$ cat src/mem_pkg.sv
`default_nettype none

package mem_pkg;

	// bus widths
	localparam int unsigned addr_w = 32;
	localparam int unsigned data_w = 64;
	localparam int unsigned strb_w = data_w / 8;

	// one strobe bit per byte lane
	localparam int unsigned byte_w = 8;

	// storage size in 64-bit words, 4 KiB in total
	localparam int unsigned mem_words = 512;

	// low address bits that pick a byte inside a word
	localparam int unsigned word_lsb = $clog2(strb_w);

	// word index bits, byte address 11:3
	localparam int unsigned idx_w = $clog2(mem_words);

	// response codes
	localparam logic [1:0] resp_okay   = 2'd0;
	localparam logic [1:0] resp_slverr = 2'd2;

	// read grant owner in the arbiter
	typedef enum logic {
		gnt_ifu = 1'b0,
		gnt_lsu = 1'b1
	} grant_t;

endpackage

`default_nettype wire

$ cat src/axi_lite_if.sv
`timescale 1ns/100ps
`default_nettype none

interface axi_lite_if;
	import mem_pkg::*;

	// read address
	logic              arvalid;
	logic              arready;
	logic [addr_w-1:0] araddr;

	// read data
	logic              rvalid;
	logic              rready;
	logic [data_w-1:0] rdata;
	logic [1:0]        rresp;

	// write address
	logic              awvalid;
	logic              awready;
	logic [addr_w-1:0] awaddr;

	// write data, byte lanes picked by wstrb
	logic              wvalid;
	logic              wready;
	logic [data_w-1:0] wdata;
	logic [strb_w-1:0] wstrb;

	// write response
	logic              bvalid;
	logic              bready;
	logic [1:0]        bresp;

	modport master (
		output arvalid, araddr, input arready,
		input rvalid, rdata, rresp, output rready,
		output awvalid, awaddr, input awready,
		output wvalid, wdata, wstrb, input wready,
		input bvalid, bresp, output bready
	);

	modport slave (
		input arvalid, araddr, output arready,
		output rvalid, rdata, rresp, input rready,
		input awvalid, awaddr, output awready,
		input wvalid, wdata, wstrb, output wready,
		output bvalid, bresp, input bready
	);

endinterface

`default_nettype wire

$ cat src/axi_read_arbiter.sv
`timescale 1ns/100ps
`default_nettype none

module axi_read_arbiter (
	input logic        clk,
	input logic        rst,
	axi_lite_if.slave  ifu,
	axi_lite_if.slave  lsu,
	axi_lite_if.master mem
);
	import mem_pkg::*;

	// one read in flight, owner kept in grant
	logic   busy;
	grant_t grant;
	grant_t last_grant;
	grant_t pick;
	logic   ar_hs;
	logic   r_hs;

	// round-robin choice while idle
	// on a tie the master not served last wins
	always_comb begin
		if (ifu.arvalid && lsu.arvalid) begin
			pick = (last_grant == gnt_ifu) ? gnt_lsu : gnt_ifu;
		end else if (lsu.arvalid) begin
			pick = gnt_lsu;
		end else begin
			pick = gnt_ifu;
		end
	end

	// ar channel
	// nothing new goes out while a response is pending
	assign mem.arvalid = !busy && ((pick == gnt_lsu) ? lsu.arvalid : ifu.arvalid);
	assign mem.araddr  = (pick == gnt_lsu) ? lsu.araddr : ifu.araddr;

	// ready only to the picked master, and only with its own valid up
	assign ifu.arready = !busy && (pick == gnt_ifu) && ifu.arvalid && mem.arready;
	assign lsu.arready = !busy && (pick == gnt_lsu) && lsu.arvalid && mem.arready;

	assign ar_hs = mem.arvalid && mem.arready;

	// r channel, steered by the held grant
	assign mem.rready = busy && ((grant == gnt_lsu) ? lsu.rready : ifu.rready);
	assign ifu.rvalid = busy && (grant == gnt_ifu) && mem.rvalid;
	assign lsu.rvalid = busy && (grant == gnt_lsu) && mem.rvalid;

	// payload can fan out, rvalid picks the receiver
	assign ifu.rdata = mem.rdata;
	assign ifu.rresp = mem.rresp;
	assign lsu.rdata = mem.rdata;
	assign lsu.rresp = mem.rresp;

	assign r_hs = mem.rvalid && mem.rready;

	// grant bookkeeping
	// ar and r handshakes never share a cycle, busy splits them
	always_ff @(posedge clk) begin
		if (rst) begin
			busy       <= 1'b0;
			grant      <= gnt_lsu;
			// fetch wins the first tie
			last_grant <= gnt_lsu;
		end else begin
			if (ar_hs) begin
				busy       <= 1'b1;
				grant      <= pick;
				last_grant <= pick;
			end else if (r_hs) begin
				busy <= 1'b0;
			end
		end
	end

	// write path, load/store only
	assign mem.awvalid = lsu.awvalid;
	assign mem.awaddr  = lsu.awaddr;
	assign lsu.awready = mem.awready;

	assign mem.wvalid  = lsu.wvalid;
	assign mem.wdata   = lsu.wdata;
	assign mem.wstrb   = lsu.wstrb;
	assign lsu.wready  = mem.wready;

	assign lsu.bvalid  = mem.bvalid;
	assign lsu.bresp   = mem.bresp;
	assign mem.bready  = lsu.bready;

	// fetch never writes, its write side stays quiet
	assign ifu.awready = 1'b0;
	assign ifu.wready  = 1'b0;
	assign ifu.bvalid  = 1'b0;
	assign ifu.bresp   = resp_okay;

endmodule

`default_nettype wire

$ cat src/flat_wrapper.sv
// flat-port wrapper written by rule: the top's interface ports become plain ports
module axi_read_arbiter_flat import mem_pkg::*;
  (clk, rst, ifu_arvalid, ifu_araddr, ifu_arready, ifu_rvalid, ifu_rdata, ifu_rresp, ifu_rready, ifu_awvalid, ifu_awaddr, ifu_awready, ifu_wvalid, ifu_wdata, ifu_wstrb, ifu_wready, ifu_bvalid, ifu_bresp, ifu_bready, lsu_arvalid, lsu_araddr, lsu_arready, lsu_rvalid, lsu_rdata, lsu_rresp, lsu_rready, lsu_awvalid, lsu_awaddr, lsu_awready, lsu_wvalid, lsu_wdata, lsu_wstrb, lsu_wready, lsu_bvalid, lsu_bresp, lsu_bready, mem_arvalid, mem_araddr, mem_arready, mem_rvalid, mem_rdata, mem_rresp, mem_rready, mem_awvalid, mem_awaddr, mem_awready, mem_wvalid, mem_wdata, mem_wstrb, mem_wready, mem_bvalid, mem_bresp, mem_bready);
  axi_lite_if ifu_i ();
  axi_lite_if lsu_i ();
  axi_lite_if mem_i ();
  input logic clk;
  input logic rst;
  input wire logic [$bits(ifu_i.arvalid)-1:0] ifu_arvalid;
  input wire logic [$bits(ifu_i.araddr)-1:0] ifu_araddr;
  output wire logic [$bits(ifu_i.arready)-1:0] ifu_arready;
  output wire logic [$bits(ifu_i.rvalid)-1:0] ifu_rvalid;
  output wire logic [$bits(ifu_i.rdata)-1:0] ifu_rdata;
  output wire logic [$bits(ifu_i.rresp)-1:0] ifu_rresp;
  input wire logic [$bits(ifu_i.rready)-1:0] ifu_rready;
  input wire logic [$bits(ifu_i.awvalid)-1:0] ifu_awvalid;
  input wire logic [$bits(ifu_i.awaddr)-1:0] ifu_awaddr;
  output wire logic [$bits(ifu_i.awready)-1:0] ifu_awready;
  input wire logic [$bits(ifu_i.wvalid)-1:0] ifu_wvalid;
  input wire logic [$bits(ifu_i.wdata)-1:0] ifu_wdata;
  input wire logic [$bits(ifu_i.wstrb)-1:0] ifu_wstrb;
  output wire logic [$bits(ifu_i.wready)-1:0] ifu_wready;
  output wire logic [$bits(ifu_i.bvalid)-1:0] ifu_bvalid;
  output wire logic [$bits(ifu_i.bresp)-1:0] ifu_bresp;
  input wire logic [$bits(ifu_i.bready)-1:0] ifu_bready;
  input wire logic [$bits(lsu_i.arvalid)-1:0] lsu_arvalid;
  input wire logic [$bits(lsu_i.araddr)-1:0] lsu_araddr;
  output wire logic [$bits(lsu_i.arready)-1:0] lsu_arready;
  output wire logic [$bits(lsu_i.rvalid)-1:0] lsu_rvalid;
  output wire logic [$bits(lsu_i.rdata)-1:0] lsu_rdata;
  output wire logic [$bits(lsu_i.rresp)-1:0] lsu_rresp;
  input wire logic [$bits(lsu_i.rready)-1:0] lsu_rready;
  input wire logic [$bits(lsu_i.awvalid)-1:0] lsu_awvalid;
  input wire logic [$bits(lsu_i.awaddr)-1:0] lsu_awaddr;
  output wire logic [$bits(lsu_i.awready)-1:0] lsu_awready;
  input wire logic [$bits(lsu_i.wvalid)-1:0] lsu_wvalid;
  input wire logic [$bits(lsu_i.wdata)-1:0] lsu_wdata;
  input wire logic [$bits(lsu_i.wstrb)-1:0] lsu_wstrb;
  output wire logic [$bits(lsu_i.wready)-1:0] lsu_wready;
  output wire logic [$bits(lsu_i.bvalid)-1:0] lsu_bvalid;
  output wire logic [$bits(lsu_i.bresp)-1:0] lsu_bresp;
  input wire logic [$bits(lsu_i.bready)-1:0] lsu_bready;
  output wire logic [$bits(mem_i.arvalid)-1:0] mem_arvalid;
  output wire logic [$bits(mem_i.araddr)-1:0] mem_araddr;
  input wire logic [$bits(mem_i.arready)-1:0] mem_arready;
  input wire logic [$bits(mem_i.rvalid)-1:0] mem_rvalid;
  input wire logic [$bits(mem_i.rdata)-1:0] mem_rdata;
  input wire logic [$bits(mem_i.rresp)-1:0] mem_rresp;
  output wire logic [$bits(mem_i.rready)-1:0] mem_rready;
  output wire logic [$bits(mem_i.awvalid)-1:0] mem_awvalid;
  output wire logic [$bits(mem_i.awaddr)-1:0] mem_awaddr;
  input wire logic [$bits(mem_i.awready)-1:0] mem_awready;
  output wire logic [$bits(mem_i.wvalid)-1:0] mem_wvalid;
  output wire logic [$bits(mem_i.wdata)-1:0] mem_wdata;
  output wire logic [$bits(mem_i.wstrb)-1:0] mem_wstrb;
  input wire logic [$bits(mem_i.wready)-1:0] mem_wready;
  input wire logic [$bits(mem_i.bvalid)-1:0] mem_bvalid;
  input wire logic [$bits(mem_i.bresp)-1:0] mem_bresp;
  output wire logic [$bits(mem_i.bready)-1:0] mem_bready;
  assign ifu_i.arvalid = ifu_arvalid;
  assign ifu_i.araddr = ifu_araddr;
  assign ifu_arready = ifu_i.arready;
  assign ifu_rvalid = ifu_i.rvalid;
  assign ifu_rdata = ifu_i.rdata;
  assign ifu_rresp = ifu_i.rresp;
  assign ifu_i.rready = ifu_rready;
  assign ifu_i.awvalid = ifu_awvalid;
  assign ifu_i.awaddr = ifu_awaddr;
  assign ifu_awready = ifu_i.awready;
  assign ifu_i.wvalid = ifu_wvalid;
  assign ifu_i.wdata = ifu_wdata;
  assign ifu_i.wstrb = ifu_wstrb;
  assign ifu_wready = ifu_i.wready;
  assign ifu_bvalid = ifu_i.bvalid;
  assign ifu_bresp = ifu_i.bresp;
  assign ifu_i.bready = ifu_bready;
  assign lsu_i.arvalid = lsu_arvalid;
  assign lsu_i.araddr = lsu_araddr;
  assign lsu_arready = lsu_i.arready;
  assign lsu_rvalid = lsu_i.rvalid;
  assign lsu_rdata = lsu_i.rdata;
  assign lsu_rresp = lsu_i.rresp;
  assign lsu_i.rready = lsu_rready;
  assign lsu_i.awvalid = lsu_awvalid;
  assign lsu_i.awaddr = lsu_awaddr;
  assign lsu_awready = lsu_i.awready;
  assign lsu_i.wvalid = lsu_wvalid;
  assign lsu_i.wdata = lsu_wdata;
  assign lsu_i.wstrb = lsu_wstrb;
  assign lsu_wready = lsu_i.wready;
  assign lsu_bvalid = lsu_i.bvalid;
  assign lsu_bresp = lsu_i.bresp;
  assign lsu_i.bready = lsu_bready;
  assign mem_arvalid = mem_i.arvalid;
  assign mem_araddr = mem_i.araddr;
  assign mem_i.arready = mem_arready;
  assign mem_i.rvalid = mem_rvalid;
  assign mem_i.rdata = mem_rdata;
  assign mem_i.rresp = mem_rresp;
  assign mem_rready = mem_i.rready;
  assign mem_awvalid = mem_i.awvalid;
  assign mem_awaddr = mem_i.awaddr;
  assign mem_i.awready = mem_awready;
  assign mem_wvalid = mem_i.wvalid;
  assign mem_wdata = mem_i.wdata;
  assign mem_wstrb = mem_i.wstrb;
  assign mem_i.wready = mem_wready;
  assign mem_i.bvalid = mem_bvalid;
  assign mem_i.bresp = mem_bresp;
  assign mem_bready = mem_i.bready;
  axi_read_arbiter u_core (.clk(clk), .rst(rst), .ifu(ifu_i), .lsu(lsu_i), .mem(mem_i));
endmodule
$ cat config.mk
export PLATFORM = sky130hd
export DESIGN_NAME = axi_read_arbiter_flat
export DESIGN_NICKNAME = d
export VERILOG_FILES = /design/src/mem_pkg.sv /design/src/axi_lite_if.sv /design/src/axi_read_arbiter.sv /design/src/flat_wrapper.sv
export SDC_FILE = /design/constraint.sdc
export NUM_CORES = 1
export LEC_CHECK = 0
export BUFFER_PORTS_ARGS = -buffer_cell sky130_fd_sc_hd__buf_2
export CAP_MARGIN = 10
export CORE_AREA = 2 2 253 255
export DETAILED_ROUTE_END_ITERATION = 10
export DIE_AREA = 0 0 255 257
export HOLD_SLACK_MARGIN = 0.15
export PLACE_DENSITY = 0.3
export SYNTH_ARGS = -nofsm -noshare
export SYNTH_HDL_FRONTEND = slang
export SYNTH_SLANG_ARGS = --single-unit
$ cat constraint.sdc
create_clock -name clk -period 1.7 [get_ports clk]
set_input_delay 0.085 -clock clk [delete_from_list [all_inputs] [get_ports clk]]
set_output_delay 0.085 -clock clk [all_outputs]
set_load 0.02 [all_outputs]
==> parameters.txt, run 1 <==
Parameter                              Value

Status
  Result of the run ... finished clean

Finish
  Register Area ... 43.8 sq um
  NumNets Final ... 534
  Ant diodes ... 0
  Most used cells in the layout excluding fill and tap cells ... buf_2, mux2_4, clkbuf_16
  Fill cell instance count of the final layout ... between 7k and 8k
  Combined area of the multi-input logic cells ... about 600 sq um
  Design area ... 0.00247 sq mm
  Most common cell after layout, fill and taps aside ... buf_2
  Synth-to-Final Area Change ... -2.33%
  Layout cell share with drive strength beyond 1 ... 88.0%

Drt
  WL per Instance ... 7.25 um
  Routed WL ... 7.41 mm
  Via density ... 1.25
  Drc violations ... 0
  Antenna viol nets, final ... 0
  Starting DRC count in detailed routing ... 34
  Routed vias ... between 1k and 1.5k
  Initial DRT Pass Iterations ... 2

Timing
  Final hold violation count ... 0
  Highest achievable clock rate ... 598 MHz
  Clock period minus worst slack ... 1.67 ns
  Total count of max-transition violations in the final report ... 0
  Setup skew after layout ... 0.00267 ns
  Post-route clock period utilization ... 98.4%
  Accumulated negative setup slack ... 0 ns
  Worst-case hold slack ... 0.170 ns
  Count of final setup violators ... 0

Pwr
  Leakage power total ... ~0.86 nW
  Total design power ... 0.900 mW
  Power density normalized to cell area ... between 300 and 400 mW/mm^2
  Largest vdd supply drop ... 0.258 mV

Synth
  Syn Std Cell Area ... 0.00253 sq mm
  Share of the yosys chip area belonging to registers ... 1.58%
  Number of synthesis warnings ... 0
  Cell count after synthesis ... 303
  Number of register bits inferred by synthesis ... 2
  Average cell area after synthesis ... 8.34 sq um
  Number of unique standard cell types used by synthesis ... 18

GRT
  Antenna violations before repair ... 1
  Pin count of the biggest net entering global routing ... 35
  Congestion Overflow GR ... 0
  Wire length of the first global-routing pass ... 7.58 mm
  Number of global-route vias before repair ... ~1.2k
  Total Routing Usage GR ... 1.86%

Setup path
  Nature of the critical path endpoint ... output port
  Critical setup path kind ... flop to output port
  Startpoint type of the worst setup path ... flop
  Arrival time at the worst endpoint ... 1.59 ns
  CP required ... 1.62 ns
  Peak fanout along the critical path ... 4

Die
  Effective utilization at floorplan ... 4.03%
  Num rows ... between 90 and 100
  Floorplan Core Area ... 0.0627 sq mm
  Die Y ... 257 um
  Die Wd ... 255 um
  Die Area ... 0.0655 sq mm
  Count of pins on the block boundary ... 644

Clock network
  Sink count of the clock tree ... 2
  Clock buffer depth ... 2
  TritonCTS Buffers ... 3
  Clk_lat worst skew ... between 0.2 and 0.25 ns
  CTS H-tree depth ... 1
  CTS tree ... built
  Worst-path clk slew ... 0.03 ns
  Root cell of the clock tree ... clkbuf_16

Placed design
  Dpl cell area ... 0.00226 sq mm
  Gp weighted congestion ... 0.495
  Dpl hpwl ... 6.01 mm
  Quantity of I/O buffers inserted on ports ... approximately 110

Min path
  Hold Crit Class ... primary input to output port

Flow run
  Max-cap check violation count ... 0
-- layout make-up --
cell class | instances | area share (%)
timing repair buffer | 117 | 28.0
sequential | 2 | 1.77
clock buffer | 3 | 3.04
tap | 846 | 42.9
multi-input combinational | 53 | 24.3
-- sequential cells by signal, summed over array words and instances (netlist names) --
register,count
u_core.grant,1
u_core.busy,1
-- cells in the mapped netlist (all sizes together) --
library cell / number / area (sq um)
mux2i: 1 / 10.0
conb: 1 / 3.75
a21boi: 1 / 18.8
and3b: 1 / 8.76
nand3b: 1 / 7.51
nand2: 1 / 3.75
nor2: 5 / 18.8
mux2: 32 / 465
a211o: 1 / 8.76
o21a: 1 / 7.51
o22ai: 1 / 6.26
and3: 1 / 6.26
buf: 252 / 1900
nor2b: 1 / 6.26
dfxtp: 2 / 40.0
and4bb: 1 / 12.5
-- power breakdown --
group | internal [mW] | total (mW) | switching (mW)
logic | 0.258 | 0.494 | 0.236
clock network | 0.299 | 0.349 | 0.0501
registers | 0.0510 | 0.0569 | 0.00586
total | 0.608 | 0.900 | 0.292
-- worst max-delay path, cell delays in order (launching register included) --
cell       delay [ns]
dfxtp_4          0.35
a21boi_4         0.25
buf_6            0.16
clkbuf_16        0.15
mux2_4           0.31
buf_2            0.16
-- what timing repair did --
item	4_1_cts	5_1_grt
hold buffers	1	0
endpoints found under the hold margin	2	0
setup endpoints to repair	0	4
gates resized for setup	0	10
setup buffers	0	3
-- metrics by stage --
step	util, %	std cells	worst slack [ns]
6_report	3.93	1021	0.0265
5_1_grt	3.93	1021	-0.00190
4_1_cts	3.74	1015	0.0184
3_5_place_dp	3.61	1011	0.254
3_3_place_gp	3.61	1011	0.257
2_1_floorplan	-	307	0.470
-- layer usage --
| metal | up-vias | routed length [um] | GRT usage, % |
|---|---|---|---|
| li1 | 440 | - | - |
| met1 | 474 | 875 | 0.220 |
| met2 | 265 | 3700 | 3.21 |
| met3 | 96 | 1770 | 2.00 |
| met4 | 0 | 1060 | 3.46 |
| met5 | - | 0 | 0 |
-- path summary, 6_finish.rpt --
check,start,end,slack (ns),cells after the start
setup / recovery,u_core.grant$_SDFFE_PP1P_,mem_araddr[17],0.03,5
hold / removal,lsu_wdata[11],mem_wdata[11],0.17,0
setup reg to reg,u_core.grant$_SDFFE_PP1P_,u_core.grant$_SDFFE_PP1P_,0.62,3
hold reg to reg,u_core.busy$_SDFFE_PP0P_,u_core.busy$_SDFFE_PP0P_,0.60,2
-- logic make-up (layout without fill, tap and decap cells) --
logic type / after synthesis / in the layout / share of synthesized area, %
DFF: 2 / 2 / 1.58
and+or+nand+nor: 11 / 11 / 2.53
muxes: 33 / 33 / 18.8
AOI/OAI and AO/OA: 4 / 4 / 1.63
buffers and inverters: 252 / 120 / 75.3
other: 1 / 5 / 0.148
(Power assumes the default switching activity.)
==> inputs of run 2 (changes only) <==
==> constraint.sdc (replaced) <==
create_clock -name clk -period 1.43 [get_ports clk]
set_input_delay 0.0715 -clock clk [delete_from_list [all_inputs] [get_ports clk]]
set_output_delay 0.0715 -clock clk [all_outputs]
set_load 0.005 [all_outputs]
==> parameters.txt, run 2 (synthesis gave the netlist of run 1 again) <==
Parameter                              Value

Min path
  Hold Path Stages ... 4 (+4)
  Hold Crit Class ... primary input to flop
  Sink of the worst hold path ... u_core.busy$_SDFFE_PP0P_
  Start point of the worst hold path ... mem_rvalid

Setup path
  Nature of the critical path endpoint ... output port
  Worst reg2reg endpoint ... u_core.grant$_SDFFE_PP1P_
  CP required ... 1.36 ns (-0.26 ns)
  Launch point of the worst reg-to-reg path ... u_core.grant$_SDFFE_PP1P_
  Critical setup path kind ... flop to output port
  CP Buf/Inv Count ... 3 (unchanged)
  Depth of the worst register-to-register path ... 3 (unchanged)
  Critical path's largest stage delay ... 0.33 ns (-0.02 ns)
  Worst-path cell with the longest stage delay ... mux2_4
  Startpoint type of the worst setup path ... flop
  Peak fanout along the critical path ... 8 (+4)
  Arrival time at the worst endpoint ... 1.43 ns (-0.16 ns)
  Top cell family by delay on the critical path ... buffers and inverters
  Flop2flop setup slack ... 0.35 ns (-0.27 ns)
  Cell-by-cell trace of the critical path ... a21boi_4 -> buf_4 -> buf_8 -> mux2_4 -> buf_2

Die
  Floorplan Core Area ... 0.0627 sq mm (unchanged)
  Die Area ... 0.0655 sq mm (unchanged)
  Die Wd ... 255 um (unchanged)
  Num rows ... 92 (unchanged)
  Die Y ... 257 um (unchanged)
  Count of pins on the block boundary ... 644 (unchanged)
  Effective utilization at floorplan ... 4.03% (unchanged)

Drt
  Initial DRT Pass Iterations ... 3 (+1)
  Antenna viol nets, final ... 0 (unchanged)
  Routed WL ... 9.21 mm (+24%)
  Drc violations ... 0 (unchanged)
  Routed vias ... 1919 (+51%)
  WL per Instance ... 7.70 um (+6.2%)
  Starting DRC count in detailed routing ... 30 (-12%)
  Via density ... 1.60 (+28%)

GRT
  Wire length of the first global-routing pass ... 10.4 mm (+37%)
  Number of global-route vias before repair ... 1841 (+50%)
  Total Routing Usage GR ... 2.30% (+0.44 points)
  Pin count of the biggest net entering global routing ... 27 (-23%)
  Antenna violations before repair ... 2 (+1)
  Congestion Overflow GR ... 0 (unchanged)

Finish
  Most common cell after layout, fill and taps aside ... dlygate4sd3_1
  Ant diodes ... 0 (unchanged)
  Synth-to-Final Area Change ... 70.0%
  Final standard cell utilization of the core ... 6.85% (+2.9 points)
  Layout cell share with drive strength beyond 1 ... 43.1% (-45 points)
  NumNets Final ... 709 (+33%)
  Most used cells in the layout excluding fill and tap cells ... dlygate4sd3_1, buf_2, mux2_4
  Regs by FF count ... u_core.busy (1), u_core.grant (1)

Timing
  Count of final setup violators ... 32 (+32)
  Post-route clock period utilization ... 105%
  Setup skew after layout ... 0.00129 ns (-0.00138 ns)
  Final hold violation count ... 0 (unchanged)
  RSZ-0062 raised after global routing ... true
  Total count of max-transition violations in the final report ... 0 (unchanged)
  Clock period minus worst slack ... 1.50 ns
  Accumulated negative setup slack ... -1.11 ns (-1.11 ns)
  Worst-case hold slack ... 0.244 ns (+0.0735 ns)
  Highest achievable clock rate ... 665 MHz
  Final WS setup ... -0.0728 ns (-0.0994 ns)

Clock network
  Root cell of the clock tree ... clkbuf_16
  CTS H-tree depth ... 1 (unchanged)
  Worst-path clk slew ... 0.03 ns (about the same)
  Clock buffer depth ... 2 (unchanged)
  Clk_lat worst skew ... 0.22 ns (about the same)
  CTS tree ... built
  Sink count of the clock tree ... 2 (unchanged)
  TritonCTS Buffers ... 3 (unchanged)

Status
  Violated checks ... negative setup slack
  Result of the run ... finished with violations

Pwr
  Total design power ... 1.51 mW (+68%)
  Power density normalized to cell area ... 352 mW/mm^2 (-3.5%)
  Leakage power total ... 1.61 nW (+88%)
  Largest vdd supply drop ... 0.239 mV (-7.3%)

Placed design
  Quantity of I/O buffers inserted on ports ... 109 (unchanged)
  Dpl hpwl ... 6.08 mm (+1.2%)
  Gp weighted congestion ... 0.505 (+2.1%)

Flow run
  Max-cap check violation count ... 0 (unchanged)
[run 2: changes by cell type in the layout (fill, tap and decap cells not counted), sizes merged]
| cell | delta |
|---|---|
| clkbuf | -3 |
| dlygate4sd3 | +178 |
[run 2: worst max-delay path by stage]
stage	from	end	slack (ns)	cells past startpoint
after global placement	u_core.grant$_SDFFE_PP1P_	mem_araddr[1]	0.14	4
final	u_core.grant$_SDFFE_PP1P_	mem_araddr[17]	-0.07	5
after CTS	u_core.grant$_SDFFE_PP1P_	mem_araddr[1]	-0.09	4
after floorplan	u_core.grant$_SDFFE_PP1P_	mem_araddr[10]	0.25	3
after detailed placement	u_core.grant$_SDFFE_PP1P_	mem_araddr[1]	0.13	4
after global routing	u_core.grant$_SDFFE_PP1P_	mem_araddr[13]	-0.12	5
[run 2: routing by layer]
| layer | GRT usage, % | share of wire, % | wire, um | vias to the layer above |
|---|---|---|---|---|
| met5 | 0 | 0.14 | 13 | - |
| met1 | 1.05 | 20 | 1820 | 822 |
| met2 | 5.33 | 62 | 5720 | 295 |
| met4 | 1.20 | 2.2 | 205 | 2 |
| li1 | - | - | - | 792 |
| met3 | 1.31 | 16 | 1460 | 8 |
[run 2: timing repair]
item                                   CTS  global route
pin swaps                                0             0
setup endpoints to repair               32            32
hold buffers                           179             0
gates resized for setup                 13            12
buffers inserted                         0             1
endpoints found under the hold margin  246             0
[run 2: tightest hold or removal path, stage by stage]
cell,delay [ns]
buf_2,0.11
nand2_1,0.08
o22ai_1,0.08
nor2_1,0.08
[run 2: power by group]
group	internal (mW)	switching, mW
logic	0.663	0.365
registers	0.0614	0.00610
clock network	0.355	0.0615
total	1.08	0.432
[run 2: metrics by stage]
step	std cells	cell area (sq um)	worst slack [ns]
global route	1196	4300	-0.117
finish	1196	4300	-0.0728
floorplan	307	2540	0.248
global placement	1013	2280	0.138
CTS	1195	4220	-0.0924
detailed placement	1013	2280	0.132
[run 2: cell type report]
type                       instances  area, sq um
fill                            7318        58400
timing repair buffer             292         2520
tap                              846         1060
multi-input combinational         53          603
clock buffer                       3         75.1
sequential                         2         41.3
